$ cat src/voice_loop_pkg.sv
`default_nettype none

package voice_loop_pkg;

    //////////////////////////////////////////////////
    // sample and frame geometry
    //////////////////////////////////////////////////
    localparam int sample_w       = 16;               // one channel, two's complement
    localparam int bits_per_frame = 2 * sample_w;     // left word then right word, 32 sck
    localparam int ext_w          = sample_w + 1;     // sum and difference need one more bit

    //////////////////////////////////////////////////
    // effect selection, one-hot key patterns
    //////////////////////////////////////////////////
    localparam logic [3:0] mode_pass      = 4'b0000;  // straight through
    localparam logic [3:0] mode_left      = 4'b0001;  // left on both outputs
    localparam logic [3:0] mode_right     = 4'b0010;  // right on both outputs
    localparam logic [3:0] mode_no_music  = 4'b0100;  // centre, (l + r) / 2
    localparam logic [3:0] mode_no_vocals = 4'b1000;  // side, (l - r) / 2
    // any other key pattern falls back to passthrough

    //////////////////////////////////////////////////
    // power-up and synchronizer
    //////////////////////////////////////////////////
    // short hold-off for simulation; silicon wants the long millisecond count
    localparam int powerup_cycles = 64;
    localparam int powerup_w      = $clog2(powerup_cycles + 1); // counter width

    // flops between the codec pins and the clk_12M logic
    localparam int sync_stages    = 2;

endpackage

`default_nettype wire

$ cat src/codec_power_up.sv
`default_nettype none

module codec_power_up
(
    input  wire  clk_12M,
    input  wire  reset,
    input  wire  key,                 // held high to run the loop
    output logic path_ready           // codec path may run
);

    logic [voice_loop_pkg::powerup_w-1:0] cnt;       // cycles since key went high
    logic [voice_loop_pkg::powerup_w-1:0] cnt_next;  // saturating next count

    //////////////////////////////////////////////////
    // hold-off counter
    //////////////////////////////////////////////////
    always_comb
    begin
        if (cnt == (voice_loop_pkg::powerup_w)'(voice_loop_pkg::powerup_cycles))
        begin
            cnt_next = cnt;           // parked at the end
        end
        else
        begin
            cnt_next = cnt + 1'b1;
        end
    end

    // ready lines up with the count reaching the limit, not one cycle late
    always_ff @(posedge clk_12M)
    begin
        if (reset || !key)
        begin
            cnt        <= '0;         // key release restarts the wait
            path_ready <= 1'b0;
        end
        else
        begin
            cnt        <= cnt_next;
            path_ready <= (cnt_next ==
                           (voice_loop_pkg::powerup_w)'(voice_loop_pkg::powerup_cycles));
        end
    end

endmodule

`default_nettype wire

$ cat src/i2s_rx.sv
`default_nettype none

module i2s_rx
(
    input  wire                                   clk_12M,
    input  wire                                   reset,
    input  wire                                   path_ready,
    input  wire                                   sck,        // codec bit clock
    input  wire                                   ws,         // low = left word
    input  wire                                   sd,         // serial data from adc
    output logic                                  rx_req,
    output logic [voice_loop_pkg::sample_w-1:0]   rx_left,
    output logic [voice_loop_pkg::sample_w-1:0]   rx_right,
    input  wire                                   rx_ack,
    output logic                                  overrun     // sticky, frame dropped
);

    logic [voice_loop_pkg::sync_stages-1:0] sck_sync;   // sck into clk_12M
    logic [voice_loop_pkg::sync_stages-1:0] ws_sync;
    logic [voice_loop_pkg::sync_stages-1:0] sd_sync;
    logic                                   sck_s;      // synchronized copies
    logic                                   ws_s;
    logic                                   sd_s;
    logic                                   sck_last;   // edge register
    logic                                   sck_rise;
    logic                                   ws_prev;    // ws at the previous rising sck
    logic [voice_loop_pkg::sample_w-1:0]    left_sh;    // words being assembled
    logic [voice_loop_pkg::sample_w-1:0]    right_sh;
    logic                                   armed;      // seen one frame boundary
    logic                                   frame_done; // right LSB just sampled
    logic                                   capture;    // frame goes to the link

    assign sck_s    = sck_sync[voice_loop_pkg::sync_stages-1];
    assign ws_s     = ws_sync[voice_loop_pkg::sync_stages-1];
    assign sd_s     = sd_sync[voice_loop_pkg::sync_stages-1];
    assign sck_rise = sck_s && !sck_last;

    // ws already shows the next word when the LSB of the current one arrives
    assign frame_done = sck_rise && ws_prev && !ws_s;
    assign capture    = frame_done && armed && !rx_req && !rx_ack;

    //////////////////////////////////////////////////
    // input synchronizer and edge detect
    //////////////////////////////////////////////////
    always_ff @(posedge clk_12M)
    begin
        if (reset)
        begin
            sck_sync <= '0;
            ws_sync  <= '0;
            sd_sync  <= '0;
            sck_last <= 1'b0;
            ws_prev  <= 1'b0;
        end
        else
        begin
            sck_sync <= {sck_sync[voice_loop_pkg::sync_stages-2:0], sck};
            ws_sync  <= {ws_sync[voice_loop_pkg::sync_stages-2:0], ws};
            sd_sync  <= {sd_sync[voice_loop_pkg::sync_stages-2:0], sd};
            sck_last <= sck_s;
            if (sck_rise)
                ws_prev <= ws_s;      // word select for this bit
        end
    end

    //////////////////////////////////////////////////
    // deserializer, MSB first
    //////////////////////////////////////////////////
    always_ff @(posedge clk_12M)
    begin
        if (sck_rise)
        begin
            if (ws_prev)
                right_sh <= {right_sh[voice_loop_pkg::sample_w-2:0], sd_s};
            else
                left_sh  <= {left_sh[voice_loop_pkg::sample_w-2:0], sd_s};
        end
        if (capture)
        begin
            rx_left  <= left_sh;
            rx_right <= {right_sh[voice_loop_pkg::sample_w-2:0], sd_s}; // includes LSB
        end
    end

    // handshake source side, first boundary after ready only aligns
    always_ff @(posedge clk_12M)
    begin
        if (reset || !path_ready)
        begin
            rx_req  <= 1'b0;
            overrun <= 1'b0;
            armed   <= 1'b0;
        end
        else
        begin
            if (rx_req && rx_ack)
                rx_req <= 1'b0;       // sink has the data
            if (frame_done)
                armed <= 1'b1;
            if (capture)
                rx_req <= 1'b1;
            else if (frame_done && armed)
                overrun <= 1'b1;      // previous frame still in the link
        end
    end

endmodule

`default_nettype wire

$ cat src/i2s_tx.sv
`default_nettype none

module i2s_tx
(
    input  wire                                   clk_12M,
    input  wire                                   reset,
    input  wire                                   path_ready,
    input  wire                                   sck,        // dac bit clock
    input  wire                                   ws,         // dac word select
    output logic                                  sd,         // serial data to dac
    input  wire                                   fx_req,
    input  wire  [voice_loop_pkg::sample_w-1:0]   fx_left,
    input  wire  [voice_loop_pkg::sample_w-1:0]   fx_right,
    output logic                                  fx_ack
);

    logic [voice_loop_pkg::sync_stages-1:0]    sck_sync;    // sck into clk_12M
    logic [voice_loop_pkg::sync_stages-1:0]    ws_sync;
    logic                                      sck_s;
    logic                                      ws_s;
    logic                                      sck_last;    // edge register
    logic                                      sck_rise;
    logic                                      sck_fall;
    logic                                      ws_prev;     // ws at previous rising sck
    logic                                      frame_start; // left word begins
    logic                                      take;        // pending frame loaded
    logic [voice_loop_pkg::bits_per_frame-1:0] shreg;       // left in the high half

    assign sck_s    = sck_sync[voice_loop_pkg::sync_stages-1];
    assign ws_s     = ws_sync[voice_loop_pkg::sync_stages-1];
    assign sck_rise = sck_s && !sck_last;
    assign sck_fall = !sck_s && sck_last;

    // ws sampled mid-bit on rising sck, well away from its own transition
    assign frame_start = sck_rise && ws_prev && !ws_s;
    assign take        = frame_start && fx_req && !fx_ack;

    //////////////////////////////////////////////////
    // input synchronizer and edge detect
    //////////////////////////////////////////////////
    always_ff @(posedge clk_12M)
    begin
        if (reset)
        begin
            sck_sync <= '0;
            ws_sync  <= '0;
            sck_last <= 1'b0;
            ws_prev  <= 1'b0;
        end
        else
        begin
            sck_sync <= {sck_sync[voice_loop_pkg::sync_stages-2:0], sck};
            ws_sync  <= {ws_sync[voice_loop_pkg::sync_stages-2:0], ws};
            sck_last <= sck_s;
            if (sck_rise)
                ws_prev <= ws_s;
        end
    end

    //////////////////////////////////////////////////
    // frame load, ack and serializer
    //////////////////////////////////////////////////
    always_ff @(posedge clk_12M)
    begin
        if (reset || !path_ready)
        begin
            fx_ack <= 1'b0;
            shreg  <= '0;
            sd     <= 1'b0;           // dac line quiet while idle
        end
        else
        begin
            if (take)
                fx_ack <= 1'b1;
            else if (!fx_req)
                fx_ack <= 1'b0;       // four-phase return
            if (frame_start)
            begin
                if (take)
                    shreg <= {fx_left, fx_right};
                else
                    shreg <= '0;      // nothing pending, silent frame
            end
            else if (sck_fall)
            begin
                sd    <= shreg[voice_loop_pkg::bits_per_frame-1]; // MSB first
                shreg <= {shreg[voice_loop_pkg::bits_per_frame-2:0], 1'b0};
            end
        end
    end

endmodule

`default_nettype wire

$ cat src/voice_effect.sv
`default_nettype none

module voice_effect
(
    input  wire                                   clk_12M,
    input  wire                                   reset,
    input  wire                                   path_ready,
    input  wire  [3:0]                            key_diff,   // one-hot effect select
    input  wire                                   rx_req,
    input  wire  [voice_loop_pkg::sample_w-1:0]   rx_left,
    input  wire  [voice_loop_pkg::sample_w-1:0]   rx_right,
    output logic                                  rx_ack,
    output logic                                  fx_req,
    output logic [voice_loop_pkg::sample_w-1:0]   fx_left,
    output logic [voice_loop_pkg::sample_w-1:0]   fx_right,
    input  wire                                   fx_ack
);

    logic [voice_loop_pkg::sample_w-1:0]    in_left;    // accepted frame
    logic [voice_loop_pkg::sample_w-1:0]    in_right;
    logic [3:0]                             in_mode;    // key at acceptance
    logic                                   accept;
    logic                                   calc;       // result registers next edge
    logic signed [voice_loop_pkg::ext_w-1:0] sum;
    logic signed [voice_loop_pkg::ext_w-1:0] diff;
    logic signed [voice_loop_pkg::ext_w-1:0] avg_ext;   // centre
    logic signed [voice_loop_pkg::ext_w-1:0] side_ext;  // side
    logic [voice_loop_pkg::sample_w-1:0]    res_left;
    logic [voice_loop_pkg::sample_w-1:0]    res_right;

    // only one frame held here, the output link must be fully idle
    assign accept = rx_req && !rx_ack && !calc && !fx_req && !fx_ack;

    //////////////////////////////////////////////////
    // effect arithmetic
    //////////////////////////////////////////////////
    assign sum  = $signed({in_left[voice_loop_pkg::sample_w-1], in_left})
                + $signed({in_right[voice_loop_pkg::sample_w-1], in_right});
    assign diff = $signed({in_left[voice_loop_pkg::sample_w-1], in_left})
                - $signed({in_right[voice_loop_pkg::sample_w-1], in_right});
    assign avg_ext  = sum >>> 1;      // rounds toward minus infinity
    assign side_ext = diff >>> 1;     // halved result always fits 16 bits

    always_comb
    begin
        case (in_mode)
            voice_loop_pkg::mode_left:
            begin
                res_left  = in_left;
                res_right = in_left;
            end
            voice_loop_pkg::mode_right:
            begin
                res_left  = in_right;
                res_right = in_right;
            end
            voice_loop_pkg::mode_no_music:
            begin
                res_left  = avg_ext[voice_loop_pkg::sample_w-1:0];
                res_right = avg_ext[voice_loop_pkg::sample_w-1:0];
            end
            voice_loop_pkg::mode_no_vocals:
            begin
                res_left  = side_ext[voice_loop_pkg::sample_w-1:0];
                res_right = side_ext[voice_loop_pkg::sample_w-1:0];
            end
            voice_loop_pkg::mode_pass:
            begin
                res_left  = in_left;
                res_right = in_right;
            end
            default:
            begin
                res_left  = in_left;      // unlisted pattern, pass
                res_right = in_right;
            end
        endcase
    end

    //////////////////////////////////////////////////
    // frame registers and both handshakes
    //////////////////////////////////////////////////
    always_ff @(posedge clk_12M)
    begin
        if (accept)
        begin
            in_left  <= rx_left;
            in_right <= rx_right;
            in_mode  <= key_diff;     // mode fixed per frame
        end
        if (calc)
        begin
            fx_left  <= res_left;
            fx_right <= res_right;
        end
    end

    always_ff @(posedge clk_12M)
    begin
        if (reset || !path_ready)
        begin
            rx_ack <= 1'b0;
            calc   <= 1'b0;
            fx_req <= 1'b0;
        end
        else
        begin
            calc <= accept;
            if (accept)
                rx_ack <= 1'b1;
            else if (!rx_req)
                rx_ack <= 1'b0;       // source let go
            if (calc)
                fx_req <= 1'b1;
            else if (fx_ack)
                fx_req <= 1'b0;
        end
    end

endmodule

`default_nettype wire

$ cat src/voice_loop_top.sv
`default_nettype none

module voice_loop_top
(
    input  wire        clk_12M,       // also the codec master clock
    input  wire        reset,
    input  wire        key,           // held high to run
    input  wire  [3:0] key_diff,      // effect select
    input  wire        adc_sck,
    input  wire        adc_ws,
    input  wire        adc_sd,
    input  wire        dac_sck,
    input  wire        dac_ws,
    output logic       dac_sd,
    output logic       path_ready,
    output logic       overrun
);

    //////////////////////////////////////////////////
    // internal frame links
    //////////////////////////////////////////////////
    logic                                rx_req;    // rx_to_fx
    logic                                rx_ack;
    logic [voice_loop_pkg::sample_w-1:0] rx_left;
    logic [voice_loop_pkg::sample_w-1:0] rx_right;
    logic                                fx_req;    // fx_to_tx
    logic                                fx_ack;
    logic [voice_loop_pkg::sample_w-1:0] fx_left;
    logic [voice_loop_pkg::sample_w-1:0] fx_right;

    codec_power_up power_up_i
    (
        .clk_12M    (clk_12M),
        .reset      (reset),
        .key        (key),
        .path_ready (path_ready)
    );

    i2s_rx rx_i
    (
        .clk_12M    (clk_12M),
        .reset      (reset),
        .path_ready (path_ready),
        .sck        (adc_sck),
        .ws         (adc_ws),
        .sd         (adc_sd),
        .rx_req     (rx_req),
        .rx_left    (rx_left),
        .rx_right   (rx_right),
        .rx_ack     (rx_ack),
        .overrun    (overrun)
    );

    voice_effect effect_i
    (
        .clk_12M    (clk_12M),
        .reset      (reset),
        .path_ready (path_ready),
        .key_diff   (key_diff),
        .rx_req     (rx_req),
        .rx_left    (rx_left),
        .rx_right   (rx_right),
        .rx_ack     (rx_ack),
        .fx_req     (fx_req),
        .fx_left    (fx_left),
        .fx_right   (fx_right),
        .fx_ack     (fx_ack)
    );

    i2s_tx tx_i
    (
        .clk_12M    (clk_12M),
        .reset      (reset),
        .path_ready (path_ready),
        .sck        (dac_sck),
        .ws         (dac_ws),
        .sd         (dac_sd),
        .fx_req     (fx_req),
        .fx_left    (fx_left),
        .fx_right   (fx_right),
        .fx_ack     (fx_ack)
    );

endmodule

`default_nettype wire

$ cat config.mk
export PLATFORM = sky130hd
export DESIGN_NAME = voice_loop_top
export DESIGN_NICKNAME = d
export VERILOG_FILES = /design/src/voice_loop_pkg.sv /design/src/codec_power_up.sv /design/src/i2s_rx.sv /design/src/i2s_tx.sv /design/src/voice_effect.sv /design/src/voice_loop_top.sv
export SDC_FILE = /design/constraint.sdc
export NUM_CORES = 1
export LEC_CHECK = 0
export BUFFER_PORTS_ARGS = -buffer_cell sky130_fd_sc_hd__buf_2
export CAP_MARGIN = 25
export CORE_MARGIN = 3
export CORE_UTILIZATION = 55
export CTS_CLUSTER_SIZE = 12
export DETAILED_ROUTE_END_ITERATION = 7
export PLACE_DENSITY = 0.71
export SYNTH_ARGS = -nofsm -noshare
export SYNTH_HDL_FRONTEND = slang
export SYNTH_SLANG_ARGS = --single-unit
$ cat constraint.sdc
create_clock -name clk_12M -period 5.9 [get_ports clk_12M]
set_clock_uncertainty 0.2 [all_clocks]
set_input_delay 1.18 -clock clk_12M [delete_from_list [all_inputs] [get_ports clk_12M]]
set_output_delay 1.18 -clock clk_12M [all_outputs]
set_load 0.01 [all_outputs]
# Word-level counts from Yosys, hierarchy flattened
# Index checks and enable logic that the tools add are counted.
[classes]
bitwise = 3
n_reduce_logical = 38
muxes = 14
n_addsub = 3
n_eq_ne = 8
[op_table]
columns = ["cell", "n"]
rows = [
  ["$mux W32", 3],
  ["$pmux W16 S3", 2],
  ["$add A16 B16 Y17", 1],
  ["$logic_and A1 B1 Y1", 17],
  ["$sub A16 B16 Y17", 1],
  ["$eq A7 B7 Y1 const B", 2],
  ["$logic_not A1 Y1", 12],
  ["$mux W1", 8],
  ["$reduce_and A2 Y1", 4],
  ["$add A7 B1 Y7 const B", 1],
  ["$mux W7", 1],
  ["$reduce_bool A2 Y1", 3],
  ["$eq A4 B1 Y1 const B", 1],
  ["$eq A4 B2 Y1 const B", 1],
  ["$eq A4 B3 Y1 const B", 1],
  ["$eq A4 B4 Y1 const B", 1],
  ["$ne A2 B1 Y1 const B", 2],
  ["$not A1 Y1", 3],
  ["$logic_or A1 B1 Y1", 2],
]
[totals]
wordCells = 95
reg_bits = 193
output_inout_bits = 3

# Longest topological paths before layout
# Gate-level depths: netlist of the first run.
[depth]
word_depth = 9
mapped_depth = 10

# Modules after synthesis
# A second synthesis of the first run with hierarchy kept.
[unflattened]
cells_unflattened = 744
area_unflattened_um2 = 9083.7
[modules_own_cells]
columns = ["module", "n_inst", "seq_area_each_um2", "area_each_um2", "cells_each"]
rows = [
  ["voice_effect", 1, 2102.0, 4356.7, 391],
  ["i2s_rx", 1, 2112.0, 2253.4, 98],
  ["i2s_tx", 1, 800.8, 2053.2, 210],
  ["codec_power_up", 1, 160.2, 420.4, 45],
]

# Least setup slack after synthesis of the first run
# Ideal clock, no wire load.
[synth_timing]
path_kind = "register to register"
start = "register rx_i.sck_sync[1] (netlist bit)"
end = "register rx_i.rx_left[0] (netlist bit) (enable)"
stages_incl_launch_ff = 6
arrival_ns = 3.508
setup_time_ns = 0.461
setup_slack_ns = 1.730
path_cell_list = "dfxtp_1 -> nor2b_1 -> and2_1 -> nor2b_1 -> nand2_1 -> nor3_1"
[synth_between]
elab_chain_cells = 6
[synth_lines]
columns = ["element", "line_no", "source"]
rows = [
  ["start, declared", "i2s_rx.sv:18", "logic [voice_loop_pkg::sync_stages-1:0] sck_sync;"],
  ["start signal, assigned", "i2s_rx.sv:57", "sck_sync <= {sck_sync[voice_loop_pkg::sync_stages-2:0], sck};"],
  ["$logic_and A1 B1 Y1", "i2s_rx.sv:36", "assign sck_rise = sck_s && !sck_last;"],
  ["$logic_and A1 B1 Y1 (2 in series)", "i2s_rx.sv:39", "assign frame_done = sck_rise && ws_prev && !ws_s;"],
  ["$logic_and A1 B1 Y1 (3 in series)", "i2s_rx.sv:40", "assign capture = frame_done && armed && !rx_req && !rx_ack;"],
  ["net rx_i.capture", "i2s_rx.sv:31", "logic capture;"],
  ["end signal, assigned", "i2s_rx.sv:80", "rx_left <= left_sh;"],
  ["end, declared", "i2s_rx.sv:12", "output logic [voice_loop_pkg::sample_w-1:0] rx_left,"],
]
# The timed path passes the listed nets, and every way through them passes these cells.
# A chain may end at the register's enable or synchronous reset.

# Worst setup path in the final report of the first run
[layout_timing]
start = "register effect_i.in_right[7] (netlist bit)"
end = "register effect_i.fx_left[13] (netlist bit), data pin"
[layout_between]
elab_chain_cells = 2
[layout_lines]
columns = ["element", "line_no", "source"]
rows = [
  ["start, declared", "voice_effect.sv:20", "logic [voice_loop_pkg::sample_w-1:0] in_right;"],
  ["start signal, assigned", "voice_effect.sv:88", "in_right <= rx_right;"],
  ["$sub A16 B16 Y17 / $add A16 B16 Y17 (equally long branches)", "voice_effect.sv:40, voice_effect.sv:38", ""],
  ["$pmux W16 S3 *", "voice_effect.sv:46", "case (in_mode)"],
  ["net effect_i.res_left (one bit)", "voice_effect.sv:28", "logic [voice_loop_pkg::sample_w-1:0] res_left;"],
  ["end signal, assigned", "voice_effect.sv:93", "fx_left <= res_left;"],
  ["end, declared", "voice_effect.sv:14", "output logic [voice_loop_pkg::sample_w-1:0] fx_left,"],
]
# The timed path passes the listed nets; every way through them passes the cells marked *.

==> results of run 1 <==
==> flip-flops by register name, indices dropped and copies added (netlist names), 7 cells and up <==
register and flops:
effect_i.fx_left 16, effect_i.in_right 16, rx_i.right_sh 15, tx_i.shreg 32, rx_i.rx_left 16, power_up_i.cnt 7
effect_i.fx_right 16, effect_i.in_left 16, rx_i.rx_right 16, rx_i.left_sh 16
==> cells by family (layout without fill, tap and decap cells) <==
group	after synthesis	in the layout
AOI/OAI and AO/OA	239	239
DFF	193	193
and+or+nand+nor	161	161
buffers and inverters	68	93
adders and majority gates	34	34
xor gates and xnor gates	12	12
muxes	6	6
==> cells in the final DEF, fill, tap and decap left out, types with 13 or more instances in the layout <==
cell type / count
nor2_1: 40
o21ai_0: 69
edfxtp_1: 131
nor2b_1: 19
dfxtp_1: 62
inv_1: 32
a221o_1: 26
nand2_1: 45
clkbuf_16: 19
buf_2: 14
buf_4: 13
a21oi_1: 71
ha_1: 32
==> path summary, 6_finish.rpt <==
| check | end | slack [ns] | depth (start not counted) |
|---|---|---|---|
| worst min register to register | effect_i.in_left[1] | 0.22 | 0 |
| worst max register to register | effect_i.fx_left[13] | 2.86 | 9 |
| worst min-delay path | effect_i.in_left[1] | 0.22 | 0 |
| worst max-delay path | effect_i.fx_left[13] | 2.86 | 9 |
==> worst register-to-register path: cells and delay by family (launching register included) <==
kind / cells / cell delay [ns]
AO/OA/AOI/OAI: 4 / 0.92
flip-flops: 1 / 0.41
multiplexers: 1 / 0.21
buffers and inverters: 1 / 0.06
AND/OR/NAND/NOR: 2 / 0.56
adder cells (fa/ha/maj): 1 / 0.45
==> power by group through the flow <==
| stage | Combinational (mW) | Sequential [mW] | Clock, mW |
|---|---|---|---|
| final | 0.0223 | 1.44 | 1.16 |
| after global routing | 0.0254 | 1.44 | 1.24 |
| after CTS | 0.0218 | 1.44 | 1.19 |
| after detailed placement | 0.0217 | 1.47 | 0 |
| after global placement | 0.0208 | 1.47 | 0 |
| after floorplan | 0.0142 | 1.47 | 0 |
==> metal layers <==
metal	wire length [um]	share of wire, %	vias up
li1	-	-	2714
met1	7800	47	2710
met2	7460	45	168
met3	906	5.5	30
met4	297	1.8	0
met5	0	0	-
==> layout make-up <==
cell class,count,area (um2),area share [%]
tap,184,230,2.44
clock buffer,19,475,5.05
clock inverter,13,156,1.66
inverter,33,124,1.32
sequential,193,5170,54.9
timing repair buffer,28,183,1.94
multi-input combinational,452,3070,32.6
==> results.yml, run 1 <==
cts:
  insertion_delay_ns: 0.43
  h-tree-depth: 4
  clock-sinks: 193
  cts_root_buf: "clkbuf_16"
  cts-hold-fix-buffers: 0
  cts_resized: 0
  cts.reportedPaths.clkPinSlew_ns: 0.07
  cts_tree: "yes"
  cts-buffers-inserted: 17
  cts_setup_buffers: 0
  cts_buffer_depth: 2
route:
  initialDrtViolationCount: 458
  wl_mm: 16.5
  firstDrtPassIters: 8
  ant_nets: 0
  vias: 5622
  viasPerCell: 6.10
  drc: 0
  post_drt_wl_per_cell_um: 17.9
layout:
  utilization_pct: 63.4
  fill_cells: 1125
  fin_area_um2: 9420
  syn2layout_area_growth_pct: 10.1
  nets: 771
  layout.cells.non_filler: 922
  layout-drive-gt1-share_pct: 11.4
  diodes: 0
setup_path:
  cp.required_ns: 5.88
  slowest_delay_ns: 0.46
  critPathBufInv: 1
  critPathKind: "reg2reg"
  crit_slowest_cell: "or4_1"
  cp.arrival_ns: 3.02
  cp_top_family: "compound AO/OA/AOI/OAI gates"
  crit_start: "effect_i.in_right[7]"
  cp_cell_sequence: "inv_1 -> ha_1 -> nor2b_1 -> or4_1 -> o211ai_1 -> o211a_1 -> mux2i_1 -> o221ai_1 -> a221o_1"
  reg2reg_from: "effect_i.in_right[7]"
  worstSetupEndpointType: "flip-flop"
  start_kind: "flip-flop"
  cp_max_fo: 11
logic_synthesis:
  synth_simple_gate_area_share_pct: 9.82
  synth_mux_area_share_pct: 0.717
  async_flop_share_pct: 0
  synth.largest_area_cell: "edfxtp_1"
  synth_compound_area_share_pct: 18.8
  syn_nets: 759
  synthFlopType: "edfxtp_1"
  synth.avg_cell_area_um2: 12.0
  seq_area_frac_synth_pct: 60.5
  netlist_top_cells_area: "edfxtp_1 (46%), dfxtp_1 (15%), ha_1 (4.7%)"
  ys_types: 78
  synth_top_family_by_area: "compound AO/OA/AOI/OAI gates"
  synthXorXnorAreaFrac_pct: 1.32
  synthMostInstantiatedCell: "edfxtp_1"
  synthCells: 713
  synth_adder_area_share_pct: 5.15
  yosys.area.top_type_share_pct: 46.0
  ys_ff_latch: 193
  synth_edf_count: 131
  synth_warnings: 0
  synthTopCellsByCount: "edfxtp_1 (131), a21oi_1 (71), o21ai_0 (69), dfxtp_1 (62), nand2_1 (45)"
  syn-cell-area_um2: 8550
global_routing:
  grt.overflow.total: 0
  grt_pass1_wl_mm: 26.4
  top_usage_layer: "met2"
  use_met2_pct: 29.8
  grt_use_total_pct: 20.0
  grt_use_met1_pct: 28.8
  use_met3_pct: 4.72
  first_global_vias: 5324
  antenna_found_initial: 0
  grt_max_degree: 38
place:
  placed_area_um2: 8770
  gp_congestion: 0.993
  pre_cts_ws_ns: 2.91
  placed_cells: 889
  port_buffers: 14
  detailed_place_hpwl_mm: 11.1
power:
  p_per_area_nw_per_um2: 278
  clockPowerShare_pct: 44.2
  p_sw_share_pct: 21.2
  intPower_mw: 2.06
  combPwrFrac_pct: 0.9
  seqPwrFrac_pct: 54.9
  irDropWorstVdd_v: 0.000293
  power_switching_mw: 0.556
  p_total_mw: 2.62
  p_leak_nw: 3.36
timing:
  final_max_slew_viol_count: 0
  tightest_slew_ns: 0.910
  hold_slack_ns: 0.219
  setup_viol: 0
  rsz0062_at_grt: "no"
  fmax_mhz: 329
  timing.final.hold_violations: 0
  min_period_over_period_pct: 51.5
  finalSetupTns_ns: 0
  min_period_ns: 3.04
  fin_ws_ns: 2.86
  slew_headroom_pct: 39.1
min_path:
  hold_path.class: "reg2reg"
  min_from: "rx_i.rx_left[1]"
floorplan:
  dieArea_um2: 17100
  start_util_pct: 57.5
  die_h_um: 131
  die_x_um: 131
  coreArea_um2: 14900
  rows: 44
  io_pins: 15
job:
  drv_cap: 0
status:
  status: "finished clean"
Note: power is estimated with default switching activity, not from simulation.
==> run 2: changes to the inputs <==
--- a/config.mk
+++ b/config.mk
@@ -5,6 +5,7 @@
 export SDC_FILE = /design/constraint.sdc
 export NUM_CORES = 1
 export LEC_CHECK = 0
+export ABC_AREA = 1
 export BUFFER_PORTS_ARGS = -buffer_cell sky130_fd_sc_hd__buf_2
 export CAP_MARGIN = 25
 export CORE_MARGIN = 3
==> constraint.sdc (replaced) <==
create_clock -name clk_12M -period 2.9 [get_ports clk_12M]
set_clock_uncertainty 0.2 [all_clocks]
set_input_delay 0.58 -clock clk_12M [delete_from_list [all_inputs] [get_ports clk_12M]]
set_output_delay 0.58 -clock clk_12M [all_outputs]
set_load 0.01 [all_outputs]
==> results.yml, run 2 <==
route:
  wl_mm: 18.2
  drc: 0
  viasPerCell: 5.25
  vias: 6467
  initialDrtViolationCount: 481
  ant_nets: 0
  firstDrtPassIters: 5
  post_drt_wl_per_cell_um: 14.8
cts:
  cts-buffers-inserted: 17
  cts_tree: "yes"
  clock-sinks: 193
  cts_setup_buffers: 0
  h-tree-depth: 4
  cts_buffer_depth: 2
  cts.reportedPaths.clkPinSlew_ns: 0.07
  cts_root_buf: "clkbuf_16"
  cts-hold-fix-buffers: 0
  cts_resized: 0
  insertion_delay_ns: 0.44
timing:
  min_period_over_period_pct: 83.3
  rsz0062_at_grt: "no"
  setup_viol: 0
  final_max_slew_viol_count: 0
  finalSetupTns_ns: 0
  slew_headroom_pct: 57.6
  timing.final.hold_violations: 0
  fmax_mhz: 414
  tightest_slew_ns: 0.635
  min_period_ns: 2.42
layout:
  layout_commonest_cell: "nand2_1"
  largest_reg_flops: 32
  layout-drive-gt1-share_pct: 9.95
  top_register: "tx_i.shreg"
  utilization_pct: 61.8
  diodes: 0
  fin_area_um2: 9960
  syn2layout_area_growth_pct: 8.06
  layout_common_cells: "nand2_1 (221), inv_1 (147), edfxtp_1 (131), o21ai_0 (75), nand3_1 (69)"
  nets: 1048
global_routing:
  grt_max_degree: 38
  grt.overflow.total: 0
  first_global_vias: 5988
  grt_use_total_pct: 21.1
  antenna_found_initial: 0
  grt_pass1_wl_mm: 30.1
logic_synthesis:
  synthMostInstantiatedCell: "nand2_1"
  synth_compound_area_share_pct: 10.4
  synth_edf_count: 131
  yosys.area.top_type_share_pct: 42.7
  synthFlopType: "edfxtp_1"
  synth.avg_cell_area_um2: 9.29
  synth.largest_area_cell: "edfxtp_1"
  synth_adder_area_share_pct: 4.78
  synth_simple_gate_area_share_pct: 19.0
  synthXorXnorAreaFrac_pct: 0.665
  synthCells: 992
  synth_top_family_by_area: "simple AND/OR/NAND/NOR gates"
  syn_nets: 1038
  syn-cell-area_um2: 9220
  synthTopCellsByCount: "nand2_1 (221), inv_1 (147), edfxtp_1 (131), o21ai_0 (75), nand3_1 (69)"
  ys_ff_latch: 193
  seq_area_frac_synth_pct: 56.1
  ys_types: 36
  synth_mux_area_share_pct: 0
  async_flop_share_pct: 0
  synth_warnings: 0
  netlist_top_cells_area: "edfxtp_1 (43%), dfxtp_1 (13%), nand2_1 (9.0%)"
floorplan:
  start_util_pct: 57.2
  rows: 46
  io_pins: 15
  die_h_um: 135
  dieArea_um2: 18300
  die_x_um: 135
  coreArea_um2: 16100
power:
  p_total_mw: 5.15
  irDropWorstVdd_v: 0.000404
  p_leak_nw: 4.27
  p_per_area_nw_per_um2: 517
setup_path:
  cp_max_fo: 3
  crit_start: "effect_i.in_right[0]"
  reg2reg_from: "effect_i.in_right[0]"
  critPathKind: "reg2reg"
  worstSetupEndpointType: "flip-flop"
  cp.required_ns: 2.88
  cp.arrival_ns: 2.40
  start_kind: "flip-flop"
place:
  placed_area_um2: 9410
  detailed_place_hpwl_mm: 13.0
  gp_congestion: 0.963
  port_buffers: 14
status:
  status: "finished clean"
job:
  drv_cap: 0
min_path:
  min_from: "key_diff[0]"
  hold_path.class: "in2reg"
## run 2: changes by cell type after synthesis, moves of 8 or more
cell | before | now
nor2b_1 | 19 | 0
clkbuf_1 | 18 | 7
nand3_1 | 8 | 69
a221o_1 | 26 | 0
nand3_2 | 0 | 12
nand2_2 | 0 | 10
inv_1 | 32 | 147
nand2_1 | 45 | 221
a21oi_1 | 71 | 60
xnor2_1 | 8 | 0
a22oi_1 | 7 | 25
nor2_1 | 40 | 60
inv_2 | 1 | 10
## run 2: critical path: stages (launching register included)
cell and delay [ns]:
edfxtp_1 0.42, nand2_1 0.13, inv_1 0.07, fa_1 0.44
inv_1 0.08, nand2_1 0.08, nand2_1 0.09, nand3_1 0.13
nand2_2 0.13, nand2_1 0.09, nand2_1 0.06, nand2_1 0.05
nand3_2 0.08, nand3_1 0.10
## run 2: layer usage
layer | vias up | global-route usage [%] | wire (um)
li1 | 3306 | - | -
met1 | 2966 | 31.0 | 8720
met2 | 181 | 31.3 | 7950
met3 | 14 | 6.13 | 1300
met4 | 0 | 4.87 | 199
met5 | - | 0 | 0
## run 2: power by group
part	total, mW	switching (mW)	internal, mW
Sequential	2.93	0.00899	2.92
Clock	2.17	1.05	1.12
Combinational	0.0518	0.0341	0.0177
## run 2: cell families after synthesis
logic type	Yosys count
compound gates	171
xor+xnor	7
fa+ha+maj	34
buf+inv	191
flops	193
simple gates	396
## run 2: cell type report
cell class                 count  area (um2)
tap                          216         270
clock buffer                  17         425
fill                        1380        6160
timing repair buffer          23         138
clock inverter                15         123
sequential                   193        5170
multi-input combinational    608        3230
inverter                     159         598
## run 2: worst paths after layout
check                          endpoint  depth (start not counted)  slack (ns)
setup / recovery  effect_i.fx_right[15]                         13        0.48
hold / removal      effect_i.in_mode[0]                          1        0.11
setup reg to reg  effect_i.fx_right[15]                         13        0.48
hold reg to reg         tx_i.ws_sync[1]                          2        0.20
## run 2: stage by stage
stage,instances,hold WS [ns],worst slack (ns)
global placement,1199,0.189,0.527
CTS,1231,0.0988,0.491
detailed placement,1199,0.193,0.510
floorplan,992,0.188,0.0903
global route,1231,0.0906,0.344
finish,1231,0.114,0.483
==> run 3: changes to the inputs <==
==> constraint.sdc (replaced) <==
create_clock -name clk_12M -period 2.3 [get_ports clk_12M]
set_clock_uncertainty 0.2 [all_clocks]
set_input_delay 0.46 -clock clk_12M [delete_from_list [all_inputs] [get_ports clk_12M]]
set_output_delay 0.46 -clock clk_12M [all_outputs]
set_load 0.01 [all_outputs]
==> results.yml, run 3 (synthesized netlist as in run 2, its figures left out) <==
power:
  irDropWorstVdd_v: 0.000704
  seqPwrFrac_pct: 55.7
  p_leak_nw: 4.49
  intPower_mw: 5.24
  p_sw_share_pct: 21.1
  p_per_area_nw_per_um2: 631
  clockPowerShare_pct: 43.2
  power_switching_mw: 1.40
  combPwrFrac_pct: 1.1
timing:
  fin_ws_ns: 0.0661
  finalSetupTns_ns: 0
  slew_headroom_pct: 68.3
  hold_slack_ns: 0.0217
  fmax_mhz: 448
  tightest_slew_ns: 0.476
  timing.final.hold_violations: 0
  min_period_ns: 2.23
  rsz0062_at_grt: "yes"
  setup_viol: 0
  final_max_slew_viol_count: 0
  min_period_over_period_pct: 97.1
layout:
  seq_area_um2: 5180
  syn2layout_area_growth_pct: 14.2
  multi_input_area_um2: 3420
  nets: 1088
  fill_cells: 1307
  layout_commonest_cell: "nand2_1"
  diodes: 0
  largest_reg_flops: 32
  utilization_pct: 65.3
  layout_common_cells: "nand2_1 (211), inv_1 (142), edfxtp_1 (131), o21ai_0 (75), nand3_1 (62)"
  top_register: "tx_i.shreg"
  layout-drive-gt1-share_pct: 17.0
  fin_area_um2: 10500
floorplan:
  io_pins: 15
  start_util_pct: 57.2
  coreArea_um2: 16100
  dieArea_um2: 18300
  die_h_um: 135
  die_x_um: 135
  rows: 46
cts:
  cts_root_buf: "clkbuf_16"
  clock-sinks: 193
  cts-buffers-inserted: 17
  cts.reportedPaths.clkPinSlew_ns: 0.08
  insertion_delay_ns: 0.44
  cts_tree: "yes"
  cts_buffer_depth: 2
  h-tree-depth: 4
route:
  viasPerCell: 5.31
  vias: 6743
  drc: 0
  firstDrtPassIters: 5
  post_drt_wl_per_cell_um: 15.2
  ant_nets: 0
  initialDrtViolationCount: 505
  wl_mm: 19.4
global_routing:
  grt_pass1_wl_mm: 30.8
  grt.overflow.total: 0
  antenna_found_initial: 0
  grt_use_total_pct: 21.7
  first_global_vias: 6137
  grt_max_degree: 38
setup_path:
  reg2reg_depth: 12
  reg2reg_slack_ns: 0.07
  cp.arrival_ns: 2.21
  crit_slowest_cell: "edfxtp_1"
  crit_top_cell: "nand2_2"
  start_kind: "flip-flop"
  worstSetupEndpointType: "flip-flop"
  cp_cell_sequence: "buf_6 -> fa_2 -> inv_2 -> nand2_2 -> nand2_2 -> nand3_2 -> nand2_2 -> nand2_2 -> nand2_1 -> nand2_1 -> nand3_2 -> nand3_2"
  slowest_delay_ns: 0.47
  cp.required_ns: 2.28
  critPathKind: "reg2reg"
  cp_max_fo: 4
place:
  detailed_place_hpwl_mm: 13.4
  port_buffers: 14
  placed_area_um2: 9670
  gp_congestion: 0.955
  pre_cts_ws_ns: -0.0192
job:
  drv_cap: 0
min_path:
  hold_path.class: "in2reg"
  whs_path_depth: 3
status:
  status: "finished clean"
## run 3: cell types whose count changed in the layout (fill, tap and decap cells not counted), sizes merged
cell         change
clkinv           -1
bufinv           +1
buf             +36
dlygate4sd3      +4
## run 3: worst paths after layout
kind / startpoint / to
worst max-delay path: effect_i.in_right[1] / effect_i.fx_right[11]
worst min-delay path: adc_sd / rx_i.sd_sync[0]
worst max register to register: effect_i.in_right[1] / effect_i.fx_right[11]
worst min register to register: rx_i.sck_sync[0] / rx_i.sck_sync[1]
## run 3: routing by layer
layer	track usage (%)	vias up	routed length [um]
met2	32.7	218	8750
met5	0	-	0
met1	31.7	3114	8880
met4	7.11	0	335
met3	4.42	33	1410
li1	-	3378	-
## run 3: area by class of cell
cell class              count  share of cell area, %
multi-input cells         608                   32.5
repair buffers             63                   4.53
flip-flops and latches    193                   49.2
inverters                 159                   5.74
clock inverters            15                   1.44
well taps                 216                   2.57
clock buffers              17                   4.04
## run 3: per-stage QoR
step / instances / power (mW)
floorplan: 992 / 3.81
global placement: 1228 / 3.84
detailed placement: 1228 / 3.84
CTS: 1264 / 6.72
global route: 1271 / 6.89
finish: 1271 / 6.64
## run 3: repair_timing
item | CTS | global route
hold buffers | 4 | 0
gates resized for setup | 1 | 47
buffers inserted | 0 | 7
pin swaps | 1 | 11
endpoints found under the hold margin | 4 | 0
setup endpoints to repair | 4 | 26
## run 3: power by group through the flow
| stage | clock network, mW | logic [mW] | registers (mW) |
|---|---|---|---|
| CTS | 2.95 | 0.0747 | 3.70 |
| floorplan | 0 | 0.0434 | 3.77 |
| global placement | 0 | 0.0683 | 3.77 |
| detailed placement | 0 | 0.0694 | 3.77 |
| finish | 2.87 | 0.0742 | 3.70 |
| global route | 3.11 | 0.0859 | 3.70 |
## run 3: worst max-delay path: cells and delay by family, from the launching register on
| family | cells | cell delay [ns] |
|---|---|---|
| AND/OR/NAND/NOR | 9 | 0.65 |
| flip-flops | 1 | 0.47 |
| adder cells (fa/ha/maj) | 1 | 0.39 |
| buffers and inverters | 2 | 0.24 |
